### src/design/fe_pkg.sv
`default_nettype none

package fe_pkg;

  // Address and instruction widths
  localparam int VADDR_WIDTH = 32;
  localparam int INSTR_WIDTH = 32;

  // Bytes per instruction, also the sequential PC step
  localparam int INSTR_BYTES = 4;

  typedef logic [VADDR_WIDTH-1:0] pc_t;
  typedef logic [INSTR_WIDTH-1:0] instr_t;

  // Front-end command opcodes
  typedef enum logic [1:0]
  {
    e_op_pc_redirect = 2'd0,
    e_op_wait        = 2'd1
  } fe_opcode_e;

  // Fetch queue message kinds
  typedef enum logic
  {
    e_fe_fetch     = 1'b0,
    e_fe_exception = 1'b1
  } fe_msg_e;

  // Exception codes carried by an exception message
  typedef enum logic
  {
    e_instr_misaligned   = 1'b0,
    e_instr_access_fault = 1'b1
  } fe_exc_e;

  // Controller states
  typedef enum logic [1:0]
  {
    e_wait  = 2'd0,
    e_run   = 2'd1,
    e_stall = 2'd2
  } fe_state_e;

endpackage

`default_nettype wire

### src/design/fe_pc_if.sv
`timescale 1ns/1ps
`default_nettype none

interface fe_pc_if;

  // Current fetch PC
  fe_pkg::pc_t pc;

  // Current PC entered IF1 this cycle
  logic take;

  // Load redirect_pc next cycle, wins over take
  logic redirect_v;
  fe_pkg::pc_t redirect_pc;

  modport pc_gen
    (output pc
     , input take
     , input redirect_v
     , input redirect_pc
     );

  modport ctrl
    (output redirect_v
     , output redirect_pc
     );

  modport fetch
    (input pc
     , input redirect_v
     , output take
     );

endinterface

`default_nettype wire

### src/design/fe_pc_gen.sv
`timescale 1ns/1ps
`default_nettype none

module fe_pc_gen
  (input logic clk_i
   , input logic reset_i
   , fe_pc_if.pc_gen pc_o
   );

  fe_pkg::pc_t pc_r;
  fe_pkg::pc_t pc_n;

  // Redirect first, then sequential advance on a take
  always_comb
    begin
      pc_n = pc_r;
      if (pc_o.redirect_v)
        begin
          pc_n = pc_o.redirect_pc;
        end
      else if (pc_o.take)
        begin
          pc_n = pc_r + fe_pkg::pc_t'(fe_pkg::INSTR_BYTES);
        end
    end

  always_ff @(posedge clk_i)
    begin
      if (reset_i)
        begin
          pc_r <= '0;
        end
      else
        begin
          pc_r <= pc_n;
        end
    end

  assign pc_o.pc = pc_r;

endmodule

`default_nettype wire

### src/design/fe_cmd_ctrl.sv
`timescale 1ns/1ps
`default_nettype none

module fe_cmd_ctrl
  (input logic clk_i
   , input logic reset_i

   , input logic fe_cmd_v_i
   , input fe_pkg::fe_opcode_e fe_cmd_opcode_i
   , input fe_pkg::pc_t fe_cmd_pc_i
   , output logic fe_cmd_yumi_o

   , output logic run_o
   , output logic flush_o

   , input logic fail_v_i
   , input fe_pkg::pc_t fail_pc_i
   , input logic exc_v_i

   , fe_pc_if.ctrl pc_o
   );

  fe_pkg::fe_state_e state_r;
  fe_pkg::fe_state_e state_n;
  fe_pkg::pc_t resume_pc_r;
  logic redirect_cmd;
  logic wait_cmd;
  logic is_stall;

  assign redirect_cmd = fe_cmd_v_i & (fe_cmd_opcode_i == fe_pkg::e_op_pc_redirect);
  assign wait_cmd     = fe_cmd_v_i & (fe_cmd_opcode_i == fe_pkg::e_op_wait);
  assign is_stall     = (state_r == fe_pkg::e_stall);

  // Commands never back up, any valid command flushes the pipe
  assign fe_cmd_yumi_o = fe_cmd_v_i;
  assign flush_o       = fe_cmd_v_i;

  always_comb
    begin
      state_n = state_r;
      case (state_r)
        fe_pkg::e_wait:
          begin
            if (redirect_cmd)
              state_n = fe_pkg::e_run;
          end
        fe_pkg::e_run:
          begin
            if (redirect_cmd)
              state_n = fe_pkg::e_run;
            // Wait goes straight to wait so nothing is replayed afterwards
            else if (wait_cmd)
              state_n = fe_pkg::e_wait;
            // Hold off until the next redirect
            else if (exc_v_i)
              state_n = fe_pkg::e_wait;
            else if (fail_v_i)
              state_n = fe_pkg::e_stall;
          end
        fe_pkg::e_stall:
          begin
            if (wait_cmd)
              state_n = fe_pkg::e_wait;
            else
              state_n = fe_pkg::e_run;
          end
        default:
          state_n = fe_pkg::e_wait;
      endcase
    end

  always_ff @(posedge clk_i)
    begin
      if (reset_i)
        state_r <= fe_pkg::e_wait;
      else
        state_r <= state_n;
    end

  // Replay point for a fetch the queue refused
  always_ff @(posedge clk_i)
    begin
      if (redirect_cmd)
        resume_pc_r <= fe_cmd_pc_i;
      else if (fail_v_i)
        resume_pc_r <= fail_pc_i;
    end

  // Stall leaves by restarting at the resume PC
  assign pc_o.redirect_v  = redirect_cmd | (is_stall & ~wait_cmd);
  assign pc_o.redirect_pc = redirect_cmd ? fe_cmd_pc_i : resume_pc_r;

  assign run_o = (state_n == fe_pkg::e_run);

endmodule

`default_nettype wire

### src/design/fe_fetch_stage.sv
`timescale 1ns/1ps
`default_nettype none

module fe_fetch_stage
  #(parameter int IMEM_WORDS = 256)
  (input logic clk_i
   , input logic reset_i

   , fe_pc_if.fetch pc_i

   , input logic run_i
   , input logic flush_i

   , output logic imem_req_v_o
   , output fe_pkg::pc_t imem_req_addr_o
   , input logic imem_req_ready_i
   , input fe_pkg::instr_t imem_resp_data_i

   , output logic fe_queue_v_o
   , output fe_pkg::fe_msg_e fe_queue_type_o
   , output fe_pkg::pc_t fe_queue_pc_o
   , output fe_pkg::instr_t fe_queue_instr_o
   , output fe_pkg::fe_exc_e fe_queue_exc_o
   , input logic fe_queue_ready_i

   , output logic fail_v_o
   , output fe_pkg::pc_t fail_pc_o
   , output logic exc_v_o
   );

  // First byte address past the memory
  localparam fe_pkg::pc_t imem_limit = fe_pkg::pc_t'(IMEM_WORDS * fe_pkg::INSTR_BYTES);

  logic misaligned;
  logic out_of_range;
  logic fault;
  fe_pkg::fe_exc_e exc_code;
  logic can_fetch;
  logic if1_v;
  logic if2_v_r;
  logic if2_fault_r;
  fe_pkg::fe_exc_e if2_exc_r;
  fe_pkg::pc_t if2_pc_r;
  logic if2_fail;

  // IF1 fault checks on the current PC
  assign misaligned   = (pc_i.pc[1:0] != 2'b00);
  assign out_of_range = (pc_i.pc >= imem_limit);
  assign fault        = misaligned | out_of_range;
  assign exc_code     = misaligned ? fe_pkg::e_instr_misaligned : fe_pkg::e_instr_access_fault;

  // No fetch while the PC is being redirected
  assign can_fetch = run_i & ~flush_i & ~pc_i.redirect_v;

  // Faulting PCs skip memory and go straight on
  assign imem_req_v_o    = can_fetch & ~fault;
  assign imem_req_addr_o = pc_i.pc;
  assign if1_v           = can_fetch & (fault | imem_req_ready_i);
  assign pc_i.take       = if1_v;

  // Queue refused the IF2 item
  assign if2_fail = if2_v_r & ~fe_queue_ready_i & ~flush_i;

  always_ff @(posedge clk_i)
    begin
      if (reset_i)
        if2_v_r <= 1'b0;
      else
        if2_v_r <= if1_v & ~if2_fail;
    end

  always_ff @(posedge clk_i)
    begin
      if (if1_v)
        begin
          if2_pc_r    <= pc_i.pc;
          if2_fault_r <= fault;
          if2_exc_r   <= exc_code;
        end
    end

  // Memory data lines up with IF2
  assign fe_queue_v_o     = if2_v_r & fe_queue_ready_i & ~flush_i;
  assign fe_queue_type_o  = if2_fault_r ? fe_pkg::e_fe_exception : fe_pkg::e_fe_fetch;
  assign fe_queue_pc_o    = if2_pc_r;
  assign fe_queue_instr_o = if2_fault_r ? '0 : imem_resp_data_i;
  assign fe_queue_exc_o   = if2_exc_r;

  assign fail_v_o  = if2_fail;
  assign fail_pc_o = if2_pc_r;
  assign exc_v_o   = fe_queue_v_o & if2_fault_r;

endmodule

`default_nettype wire

### src/design/fe_top.sv
`timescale 1ns/1ps
`default_nettype none

module fe_top
  #(parameter int IMEM_WORDS = 256)
  (input logic clk_i
   , input logic reset_i

   , input logic fe_cmd_v_i
   , input fe_pkg::fe_opcode_e fe_cmd_opcode_i
   , input fe_pkg::pc_t fe_cmd_pc_i
   , output logic fe_cmd_yumi_o

   , output logic imem_req_v_o
   , output fe_pkg::pc_t imem_req_addr_o
   , input logic imem_req_ready_i
   , input fe_pkg::instr_t imem_resp_data_i

   , output logic fe_queue_v_o
   , output fe_pkg::fe_msg_e fe_queue_type_o
   , output fe_pkg::pc_t fe_queue_pc_o
   , output fe_pkg::instr_t fe_queue_instr_o
   , output fe_pkg::fe_exc_e fe_queue_exc_o
   , input logic fe_queue_ready_i
   );

  logic run;
  logic flush;
  logic fail_v;
  fe_pkg::pc_t fail_pc;
  logic exc_v;

  fe_pc_if pc_if ();

  fe_pc_gen u_pc_gen
    (.clk_i(clk_i)
     , .reset_i(reset_i)
     , .pc_o(pc_if.pc_gen)
     );

  fe_cmd_ctrl u_cmd_ctrl
    (.clk_i(clk_i)
     , .reset_i(reset_i)
     , .fe_cmd_v_i(fe_cmd_v_i)
     , .fe_cmd_opcode_i(fe_cmd_opcode_i)
     , .fe_cmd_pc_i(fe_cmd_pc_i)
     , .fe_cmd_yumi_o(fe_cmd_yumi_o)
     , .run_o(run)
     , .flush_o(flush)
     , .fail_v_i(fail_v)
     , .fail_pc_i(fail_pc)
     , .exc_v_i(exc_v)
     , .pc_o(pc_if.ctrl)
     );

  fe_fetch_stage #(.IMEM_WORDS(IMEM_WORDS)) u_fetch_stage
    (.clk_i(clk_i)
     , .reset_i(reset_i)
     , .pc_i(pc_if.fetch)
     , .run_i(run)
     , .flush_i(flush)
     , .imem_req_v_o(imem_req_v_o)
     , .imem_req_addr_o(imem_req_addr_o)
     , .imem_req_ready_i(imem_req_ready_i)
     , .imem_resp_data_i(imem_resp_data_i)
     , .fe_queue_v_o(fe_queue_v_o)
     , .fe_queue_type_o(fe_queue_type_o)
     , .fe_queue_pc_o(fe_queue_pc_o)
     , .fe_queue_instr_o(fe_queue_instr_o)
     , .fe_queue_exc_o(fe_queue_exc_o)
     , .fe_queue_ready_i(fe_queue_ready_i)
     , .fail_v_o(fail_v)
     , .fail_pc_o(fail_pc)
     , .exc_v_o(exc_v)
     );

endmodule

`default_nettype wire

### config.mk
export PLATFORM = sky130hd
export DESIGN_NAME = fe_top
export DESIGN_NICKNAME = d
export VERILOG_FILES = /design/src/design/fe_pkg.sv /design/src/design/fe_pc_if.sv /design/src/design/fe_pc_gen.sv /design/src/design/fe_cmd_ctrl.sv /design/src/design/fe_fetch_stage.sv /design/src/design/fe_top.sv
export SDC_FILE = /design/constraint.sdc
export NUM_CORES = 1
export LEC_CHECK = 0
export BUFFER_PORTS_ARGS = -buffer_cell sky130_fd_sc_hd__buf_2
export CORE_ASPECT_RATIO = 1.2
export CORE_UTILIZATION = 40
export CTS_BUF_LIST = sky130_fd_sc_hd__clkbuf_2 sky130_fd_sc_hd__clkbuf_4 sky130_fd_sc_hd__clkbuf_8
export CTS_CLUSTER_SIZE = 16
export DETAILED_ROUTE_END_ITERATION = 6
export PLACE_DENSITY = 0.72
export SETUP_SLACK_MARGIN = 0.1
export SKIP_CTS_REPAIR_TIMING = 1
export SYNTH_ARGS = -nofsm -noshare
export SYNTH_HDL_FRONTEND = slang
export SYNTH_SLANG_ARGS = --single-unit
### constraint.sdc
create_clock -name clk_i -period 4.7 [get_ports clk_i]
set_input_delay 1.41 -clock clk_i [delete_from_list [all_inputs] [get_ports clk_i]]
set_output_delay 1.41 -clock clk_i [all_outputs]
set_load 0.1 [all_outputs]
==> results of run 1 <==
==> critical path: cells and delay by family <==
family                 cells  cell delay [ns]
buffers and inverters      2             0.56
AOI/OAI and AO/OA          1             0.27
and+or+nand+nor            2             0.59
==> sequential cells by signal, indices dropped and copies added, names as in the netlist <==
register                      flops
u_fetch_stage.fail_pc_o          32
u_fetch_stage.if2_fault_r         1
u_cmd_ctrl.state_r                2
u_pc_gen.pc_o.pc                 32
u_cmd_ctrl.resume_pc_r           32
u_fetch_stage.fe_queue_exc_o      1
u_fetch_stage.if2_v_r             1
==> per-layer routing <==
metal  up-vias  global-route usage [%]  share of wire (%)
met1      2154                    28.5                 39
met5         -                       0                  0
met2       278                    40.4                 51
met3        25                    3.37                8.2
met4         0                    9.77                2.0
li1       2127                       -                  -
==> final timing paths <==
kind	cells after the start	end	startpoint
worst max-delay path	5	imem_req_v_o	fe_cmd_v_i
worst max register to register	7	u_pc_gen.pc_o.pc[26]	u_pc_gen.pc_o.pc[3]
worst min register to register	1	u_cmd_ctrl.state_r[1]	u_cmd_ctrl.state_r[1]
worst min-delay path	1	u_cmd_ctrl.state_r[1]	u_cmd_ctrl.state_r[1]
==> layout by cell type (no fill, tap or decap), types with 8 or more instances in the layout <==
cell type / synthesis / final
sky130_fd_sc_hd__nor2_1: 33 / 32
sky130_fd_sc_hd__buf_4: 1 / 8
sky130_fd_sc_hd__edfxtp_1: 66 / 66
sky130_fd_sc_hd__nand2_1: 119 / 119
sky130_fd_sc_hd__a21oi_1: 14 / 14
sky130_fd_sc_hd__xnor2_1: 9 / 9
sky130_fd_sc_hd__nor3_1: 19 / 19
sky130_fd_sc_hd__nor2b_1: 33 / 33
sky130_fd_sc_hd__a22oi_1: 8 / 8
sky130_fd_sc_hd__nand3_1: 8 / 8
sky130_fd_sc_hd__clkbuf_8: 2 / 9
sky130_fd_sc_hd__nand4_1: 10 / 10
sky130_fd_sc_hd__o21ai_0: 17 / 17
sky130_fd_sc_hd__dfxtp_1: 35 / 35
sky130_fd_sc_hd__buf_2: 2 / 171
==> power by group through the flow <==
stage          sequential (mW)  combinational, mW  clock (mW)
6_report                  1.01              0.428       0.612
5_1_grt                   1.02              0.452       0.653
4_1_cts                   1.01              0.429       0.622
3_5_place_dp              1.03              0.428           0
3_3_place_gp              1.03              0.424           0
2_1_floorplan             1.18              0.179           0
==> through the flow <==
step	util [%]	instance area, um2	instances	worst slack (ns)	power, mW
6_report	51.0	6150	831	0.458	2.05
5_1_grt	51.0	6150	830	0.414	2.12
4_1_cts	51.0	6150	830	0.447	2.06
3_5_place_dp	49.2	5930	814	0.450	1.46
3_3_place_gp	49.2	5930	814	0.485	1.46
2_1_floorplan	-	4940	499	0.381	1.36
==> logic make-up after synthesis <==
family / synth area share (%)
adders and majority gates: 0.507
AOI/OAI and AO/OA: 12.4
buffers and inverters: 3.52
DFF: 54.3
muxes: 0.203
xor gates and xnor gates: 2.84
and+or+nand+nor: 26.2
==> layout make-up <==
class                      instances  share of cell area, %
antenna                            1                 0.0407
clock buffer                       9                   2.01
clock inverter                     7                   1.44
inverter                           7                  0.427
multi-input combinational        365                   34.0
sequential                       101                   43.6
tap                              161                   3.28
timing repair buffer             180                   15.2
==> flow_metrics.py, run 1 <==
metrics = {
    "clock_network": {
        "clockBufferDepth": 2,
        "clk-insertion-delay-late_ns": 0.38,
        "numClockSinks": 101,
        "cts_inserted_buffers": 9,
        "clk_pin_slew_ns": 0.10,
        "clock_root_buffer": "sky130_fd_sc_hd__clkbuf_8",
        "htree_levels": 3,
        "cts_tree": "built",
    },
    "drt": {
        "avgViaCountPerCell": 5.52,
        "drt_iter0_markers": 374,
        "drt-wirelength-per-cell_um": 17.9,
        "drt_pass1_iterations": 6,
        "drt.antenna.violating_nets": 0,
        "route.detailed.drc": 0,
        "detail_route.wirelength_mm": 14.9,
        "num_vias": 4584,
    },
    "floorplan": {
        "num_ports": 172,
        "die-width_um": 103,
        "fp.coreArea_um2": 12100,
        "start_util_pct": 41.0,
        "number_of_placement_rows": 44,
        "design.die.area_um2": 12800,
        "die-height_um": 124,
    },
    "worst_setup_path": {
        "worst-setup-path-type": "input port to output port",
        "arrival_worst_endpoint_ns": 2.83,
        "worst_setup_path_start_kind": "input port",
        "critical_path.slowest_cell": "sky130_fd_sc_hd__or3b_2",
        "cp_common_cell": "sky130_fd_sc_hd__buf_2",
        "worst-path-max-fanout": 7,
        "timing.critical_path.cells": "buf_2 > or3b_2 > a21o_2 > nor2_2 > buf_2",
        "worst-r2r-setup-slack_ns": 2.01,
        "slowest_cell_delay_on_critical_path_ns": 0.50,
        "worstSetupEndpointType": "output port",
        "cp.required_ns": 3.29,
    },
    "yosys": {
        "yosysSeqAreaShare_pct": 54.3,
        "synthArstFlopShare_pct": 0,
        "syn-instance-count": 499,
        "yosysMostFrequentCell": "sky130_fd_sc_hd__nand2_1",
        "ys_warn_count": 0,
        "netlist_area_um2": 4940,
        "netlist_top_cells_area": "sky130_fd_sc_hd__edfxtp_1 (40%), sky130_fd_sc_hd__dfxtp_1 (14%), sky130_fd_sc_hd__nand2_1 (9.0%)",
        "top_area_cell_type_share_of_the_netlist_area_pct": 40.1,
        "postSynthAreaPerCell_um2": 9.89,
        "synthTopCellsByCount": "sky130_fd_sc_hd__nand2_1 (119), sky130_fd_sc_hd__edfxtp_1 (66), sky130_fd_sc_hd__dfxtp_1 (35), sky130_fd_sc_hd__nor2_1 (33), sky130_fd_sc_hd__nor2b_1 (33)",
        "syn_nets": 572,
        "cell_type_with_the_largest_total_area_after_synthesis": "sky130_fd_sc_hd__edfxtp_1",
        "synth_enable_flop_cells": 66,
        "synthFlopType": "sky130_fd_sc_hd__edfxtp_1",
        "ys_ff_latch": 101,
        "synthDistinctLibCells": 68,
    },
    "timing": {
        "final_worst_path_period_share_pct": 90.3,
        "unrepaired_setup_endpoints_after_global_routing": "no",
        "final-hold-violation-count": 0,
        "final.setup.tns_ns": 0,
        "slew-limit-headroom_pct": 45.5,
        "setup_viol": 0,
        "fmaxAchievable_mhz": 236,
        "layout_min_cycle_time_ns": 4.24,
        "setup_skew_after_layout_ns": 0.0139,
        "worst_pin_slew_ns": 0.816,
        "timing_max_transition_violations_final": 0,
        "smallest_hold_slack_ns": 0.490,
    },
    "finish": {
        "area_delta_synth_final_pct": 24.6,
        "num-fill-cells": 1086,
        "area.sequential_um2": 2680,
        "layout-drive-gt1-share_pct": 33.5,
        "finish.net_count": 737,
        "multi_input_comb_area_um2": 2090,
    },
    "power_and_ir_drop": {
        "power.switching_mw": 0.683,
        "p_leak_nw": 2.55,
        "p_int_mw": 1.37,
        "power_density_nw_per_um2": 334,
        "seq_pwr_share_pct": 49.3,
        "clockPowerShare_pct": 29.8,
        "combinationalPowerShare_pct": 20.8,
        "sw_frac_of_total_pct": 33.3,
        "power.ir.vdd_worst_mv": 0.179,
    },
    "global_routing": {
        "vias_in_the_first_global_route": 4147,
        "grt_pass1_wl_mm": 21.8,
        "overflow": 0,
        "grt_antenna_before_repair": 0,
        "grt_max_degree": 46,
        "grt_use_total_pct": 23.2,
    },
    "run": {
        "cap_viol_max_count": 0,
    },
    "placed_design": {
        "detailedPlacementHpwl_mm": 10.5,
        "place_congestion": 0.838,
        "place.port_buffers": 171,
    },
    "worst_hold_path": {
        "hold_removal_path_class": "flop to flop",
    },
    "run_status": {
        "status": "finished clean",
    },
}
(Power assumes the default switching activity.)
==> run 2: changes to the inputs <==
Settings changed: BUFFER_PORTS_ARGS -buffer_cell sky130_fd_sc_hd__buf_2 to -buffer_cell sky130_fd_sc_hd__buf_4, CAP_MARGIN set to 20.
Clock period 4.7 ns to 4.01 ns, I/O delays scaled along.
==> flow_metrics.py, run 2 (same netlist as run 1, synthesis figures left out) <==
metrics = {
    "global_routing": {
        "grt_pass1_wl_mm": 22.4,
        "grt.busiest_layer": "met2",
        "overflow": 0,
        "global_route.usage.met1_pct": 29.2,
        "globalRouteMet2Util_pct": 41.3,
        "grt_antenna_before_repair": 0,
        "groute.layer.met3.usage_pct": 4.10,
        "vias_in_the_first_global_route": 4241,
        "grt_use_total_pct": 23.7,
        "grt_max_degree": 53,
    },
    "run_status": {
        "status": "finished clean",
    },
    "finish": {
        "layout_common_cells": "sky130_fd_sc_hd__buf_4 (183), sky130_fd_sc_hd__nand2_1 (119), sky130_fd_sc_hd__edfxtp_1 (66)",
        "design_area_um2": 6590,
        "n_antenna_cell": 0,
        "finish.net_count": 741,
        "layout_commonest_cell": "sky130_fd_sc_hd__buf_4",
        "layout-drive-gt1-share_pct": 33.7,
        "area_delta_synth_final_pct": 33.5,
    },
    "timing": {
        "timing_max_transition_violations_final": 0,
        "layout_min_cycle_time_ns": 3.73,
        "worst_pin_slew_ns": 0.594,
        "final.setup.tns_ns": 0,
        "final_worst_path_period_share_pct": 93.0,
        "fmaxAchievable_mhz": 268,
        "unrepaired_setup_endpoints_after_global_routing": "no",
        "setup_viol": 0,
        "setup_skew_after_layout_ns": 0.0115,
        "slew-limit-headroom_pct": 60.4,
        "final-hold-violation-count": 0,
    },
    "drt": {
        "drt_iter0_markers": 316,
        "route.detailed.drc": 0,
        "drt_pass1_iterations": 5,
        "num_vias": 4599,
        "avgViaCountPerCell": 5.51,
        "drt-wirelength-per-cell_um": 18.3,
        "drt.antenna.violating_nets": 0,
        "detail_route.wirelength_mm": 15.3,
    },
    "power_and_ir_drop": {
        "seq_pwr_share_pct": 49.7,
        "power_density_nw_per_um2": 363,
        "p_leak_nw": 2.67,
        "p_int_mw": 1.62,
        "power.switching_mw": 0.777,
        "sw_frac_of_total_pct": 32.5,
        "power_mw": 2.39,
        "clockPowerShare_pct": 27.5,
        "power.ir.vdd_worst_mv": 0.174,
        "combinationalPowerShare_pct": 22.8,
    },
    "worst_setup_path": {
        "timing.critical_path.buf_inv": 1,
        "critical_path.slowest_cell": "sky130_fd_sc_hd__or3_1",
        "worst-path-max-fanout": 9,
        "r2r-end": "u_pc_gen.pc_o.pc[4]",
        "reg2reg_from": "u_pc_gen.pc_o.pc[16]",
        "worstSetupEndpointType": "output port",
        "arrival_worst_endpoint_ns": 2.53,
        "worst_setup_path_start_kind": "flop",
        "timing.critical_path.cells": "nor4_1 > nand4_1 > or3_1 > nor2_2 > buf_4",
        "worst-path-stages": 5,
        "worst_setup_path_endpoint": "imem_req_v_o",
        "worst-r2r-setup-slack_ns": 1.23,
        "path_delay_family": "simple AND/OR/NAND/NOR gates",
        "worst-setup-path-type": "flop to output port",
        "worst_setup_path_startpoint": "u_pc_gen.pc_o.pc[12]",
        "worstRegToRegCells": 8,
        "cp.required_ns": 2.81,
        "slowest_cell_delay_on_critical_path_ns": 0.51,
    },
    "floorplan": {
        "number_of_placement_rows": 44,
        "num_ports": 172,
        "start_util_pct": 41.0,
        "fp.coreArea_um2": 12100,
        "design.die.area_um2": 12800,
        "die-height_um": 124,
        "die-width_um": 103,
    },
    "placed_design": {
        "detailedPlacementHpwl_mm": 10.8,
        "place.port_buffers": 171,
        "place_area_um2": 6390,
        "place_congestion": 0.864,
    },
    "clock_network": {
        "clk-insertion-delay-late_ns": 0.37,
        "clock_root_buffer": "sky130_fd_sc_hd__clkbuf_8",
        "cts_tree": "built",
        "clk_pin_slew_ns": 0.09,
        "clockBufferDepth": 2,
        "numClockSinks": 101,
        "cts_inserted_buffers": 9,
        "htree_levels": 3,
    },
    "worst_hold_path": {
        "hold_removal_path_class": "flop to flop",
    },
    "run": {
        "cap_viol_max_count": 0,
    },
}
-- run 2: cell count changes in the layout (fill, tap and decap cells not counted), sizes merged --
cell,delta
buf,+4
clkbuf,+2
bufinv,-1
diode,-1
inv,-1
-- run 2: area by class of cell --
cell class	count	area, um2
flip-flops and latches	101	2680
well taps	161	201
inverters	7	26.3
fillers	1074	5460
clock inverters	5	48.8
multi-input cells	365	2090
clock buffers	11	151
repair buffers	184	1390
-- run 2: metal layers --
layer  vias up  wire length [um]
met4         0               323
met1      2225              6090
met3        21              1190
li1       2124                 -
met2       229              7670
met5         -                 0
-- run 2: how the worst min path moves through the flow --
stage / start / to / slack, ns / depth (start not counted)
floorplan: u_cmd_ctrl.state_r[1] / u_cmd_ctrl.state_r[1] / 0.44 / 1
detailed placement: u_cmd_ctrl.state_r[1] / u_cmd_ctrl.state_r[1] / 0.47 / 1
finish: u_cmd_ctrl.state_r[1] / u_cmd_ctrl.state_r[1] / 0.48 / 1
global placement: u_cmd_ctrl.state_r[1] / u_cmd_ctrl.state_r[1] / 0.45 / 1
global route: u_cmd_ctrl.state_r[1] / u_cmd_ctrl.state_r[1] / 0.51 / 1
CTS: u_cmd_ctrl.state_r[1] / u_cmd_ctrl.state_r[1] / 0.48 / 1
-- run 2: worst register-to-register path, delay by kind of cell, from the launching register on --
| family | cells | cell delay, ns |
|---|---|---|
| and+or+nand+nor | 4 | 1.33 |
| DFF | 1 | 0.44 |
| buffers and inverters | 2 | 0.43 |
| AOI/OAI and AO/OA | 1 | 0.23 |
| muxes | 1 | 0.22 |
-- run 2: power by group through the flow --
stage / combinational [mW] / sequential (mW) / clock (mW)
finish: 0.545 / 1.19 / 0.659
global route: 0.572 / 1.19 / 0.710
CTS: 0.546 / 1.19 / 0.667
detailed placement: 0.545 / 1.21 / 0
global placement: 0.540 / 1.21 / 0
floorplan: 0.209 / 1.38 / 0
-- run 2: metrics by stage --
stage | std cells | util, % | worst slack [ns] | hold WS, ns
4_1_cts | 834 | 54.7 | 0.295 | 0.485
2_1_floorplan | 499 | - | 0.105 | 0.436
5_1_grt | 834 | 54.7 | 0.169 | 0.513
3_3_place_gp | 818 | 53.0 | 0.327 | 0.451
3_5_place_dp | 818 | 53.0 | 0.302 | 0.472
6_report | 834 | 54.7 | 0.282 | 0.484
==> run 3: changes to the inputs <==
Settings changed: ABC_AREA set to 1, PLACE_DENSITY 0.72 to 0.71.
==> flow_metrics.py, run 3 <==
metrics = {
    "timing": {
        "final_worst_path_period_share_pct": 86.9,
        "fmaxAchievable_mhz": 287,
        "setup_skew_after_layout_ns": 0.00835,
        "final-hold-violation-count": 0,
        "setup_viol": 0,
        "layout_min_cycle_time_ns": 3.48,
        "timing_max_transition_violations_final": 0,
        "smallest_hold_slack_ns": 0.501,
        "final.setup.tns_ns": 0,
        "slew-limit-headroom_pct": 48.4,
        "worst_pin_slew_ns": 0.773,
        "post-route-worst-setup-slack_ns": 0.526,
        "unrepaired_setup_endpoints_after_global_routing": "no",
    },
    "clock_network": {
        "clk-insertion-delay-late_ns": 0.37,
        "htree_levels": 3,
        "numClockSinks": 101,
        "clk_pin_slew_ns": 0.09,
        "clockBufferDepth": 2,
        "cts_inserted_buffers": 9,
        "cts_tree": "built",
        "clock_root_buffer": "sky130_fd_sc_hd__clkbuf_8",
    },
    "yosys": {
        "cell_type_with_the_largest_total_area_after_synthesis": "sky130_fd_sc_hd__edfxtp_1",
        "netlist_area_um2": 5590,
        "syn-instance-count": 796,
        "synthArstFlopShare_pct": 0,
        "ys_ff_latch": 101,
        "postSynthAreaPerCell_um2": 7.02,
        "synth_enable_flop_cells": 66,
        "netlist_top_cells_area": "sky130_fd_sc_hd__edfxtp_1 (35%), sky130_fd_sc_hd__nand2_1 (24%), sky130_fd_sc_hd__dfxtp_1 (13%)",
        "synthTopCellsByCount": "sky130_fd_sc_hd__nand2_1 (350), sky130_fd_sc_hd__nor2_1 (140), sky130_fd_sc_hd__inv_1 (75), sky130_fd_sc_hd__edfxtp_1 (66), sky130_fd_sc_hd__dfxtp_1 (35)",
        "ys_warn_count": 0,
        "synthFlopType": "sky130_fd_sc_hd__edfxtp_1",
        "yosysMostFrequentCell": "sky130_fd_sc_hd__nand2_1",
        "top_area_cell_type_share_of_the_netlist_area_pct": 35.5,
        "yosysSeqAreaShare_pct": 48.0,
        "synthDistinctLibCells": 29,
        "syn_nets": 869,
    },
    "worst_hold_path": {
        "hold_removal_path_class": "flop to flop",
    },
    "global_routing": {
        "grt_max_degree": 67,
        "overflow": 0,
        "grt_use_total_pct": 20.7,
        "vias_in_the_first_global_route": 4722,
        "grt_pass1_wl_mm": 23.4,
        "grt_antenna_before_repair": 0,
    },
    "finish": {
        "num-fill-cells": 1347,
        "layout-drive-gt1-share_pct": 22.3,
        "design_area_um2": 7240,
        "layoutNonFillerInstCount": 1129,
        "area_delta_synth_final_pct": 29.5,
        "finish.net_count": 1030,
        "layout_common_cells": "sky130_fd_sc_hd__nand2_1 (349), sky130_fd_sc_hd__buf_4 (180), sky130_fd_sc_hd__nor2_1 (139)",
        "layout_commonest_cell": "sky130_fd_sc_hd__nand2_1",
        "n_antenna_cell": 0,
        "final_core_util_pct": 54.0,
    },
    "worst_setup_path": {
        "worstSetupEndpointType": "output port",
        "worst_setup_path_start_kind": "input port",
        "critical_path.slowest_cell": "sky130_fd_sc_hd__buf_4",
        "cp.required_ns": 2.81,
        "timing.critical_path.buf_inv": 3,
        "worst-r2r-setup-slack_ns": 1.73,
        "worst-setup-path-type": "input port to output port",
        "worst-path-max-fanout": 4,
        "arrival_worst_endpoint_ns": 2.28,
        "slowest_cell_delay_on_critical_path_ns": 0.29,
        "path_delay_family": "simple AND/OR/NAND/NOR gates",
        "timing.critical_path.cells": "buf_4 > inv_2 > nand3_1 > nand3_1 > nor2_2 > nand4_4 > nor2_2 > buf_4",
    },
    "placed_design": {
        "place_congestion": 0.924,
        "detailedPlacementHpwl_mm": 11.0,
        "dp.cells": 1114,
        "place.port_buffers": 171,
        "dp_slack_ns": 0.522,
        "place_area_um2": 7000,
    },
    "floorplan": {
        "num_ports": 172,
        "number_of_placement_rows": 46,
        "die-width_um": 110,
        "design.die.area_um2": 14500,
        "fp.coreArea_um2": 13400,
        "die-height_um": 132,
        "start_util_pct": 41.7,
    },
    "run_status": {
        "status": "finished clean",
    },
    "drt": {
        "drt_iter0_markers": 245,
        "drt.antenna.violating_nets": 0,
        "detail_route.wirelength_mm": 14.9,
        "route.detailed.drc": 0,
        "num_vias": 5253,
        "drt-wirelength-per-cell_um": 13.2,
        "drt_pass1_iterations": 4,
        "avgViaCountPerCell": 4.65,
    },
    "run": {
        "cap_viol_max_count": 0,
    },
    "power_and_ir_drop": {
        "power_density_nw_per_um2": 338,
        "p_leak_nw": 3.57,
        "power.ir.vdd_worst_mv": 0.208,
        "power_mw": 2.45,
    },
}
[run 3: cell families (layout without fill, tap and decap cells)]
logic type | count (synthesis) | count (layout) | share of synthesized area (%)
simple gates | 547 | 547 | 39.3
buf+inv | 107 | 272 | 7.97
fa+ha+maj | 2 | 2 | 0.448
compound gates | 31 | 31 | 3.09
xor+xnor | 8 | 8 | 1.25
flops | 101 | 101 | 48.0
[run 3: area by class of cell]
class	count	area (um2)	share of cell area (%)
Clock inverter	6	111	1.54
Multi-Input combinational cell	588	2470	34.1
Inverter	77	292	4.03
Timing Repair Buffer	180	1350	18.7
Clock buffer	9	124	1.71
Tap cell	168	210	2.90
Sequential cell	101	2680	37.1
[run 3: routing by layer]
layer	track usage, %	share of wire, %	up-vias
met5	0	0	-
met3	3.08	5.5	9
met1	27.1	43	2322
li1	-	-	2783
met2	35.3	50	139
met4	4.67	0.92	0
[run 3: path summary, 6_finish.rpt]
check                                           start               endpoint  cells after the start
worst max register to register   u_pc_gen.pc_o.pc[22]   u_pc_gen.pc_o.pc[17]                     10
worst max-delay path                       fe_cmd_v_i           imem_req_v_o                      8
worst min-delay path            u_cmd_ctrl.state_r[0]  u_cmd_ctrl.state_r[1]                      2
worst min register to register  u_cmd_ctrl.state_r[0]  u_cmd_ctrl.state_r[1]                      2
[run 3: worst reg2reg max path: cells and delay by family (launching register included)]
kind / cells / cell delay, ns
DFF: 1 / 0.44
and+or+nand+nor: 10 / 1.73
[run 3: power breakdown]
| part | leakage (nW) | internal (mW) | switching, mW |
|---|---|---|---|
| combinational | 2.56 | 0.139 | 0.365 |
| sequential | 0.892 | 1.14 | 0.0390 |
| clock | 0.116 | 0.412 | 0.352 |
| total | 3.57 | 1.69 | 0.756 |
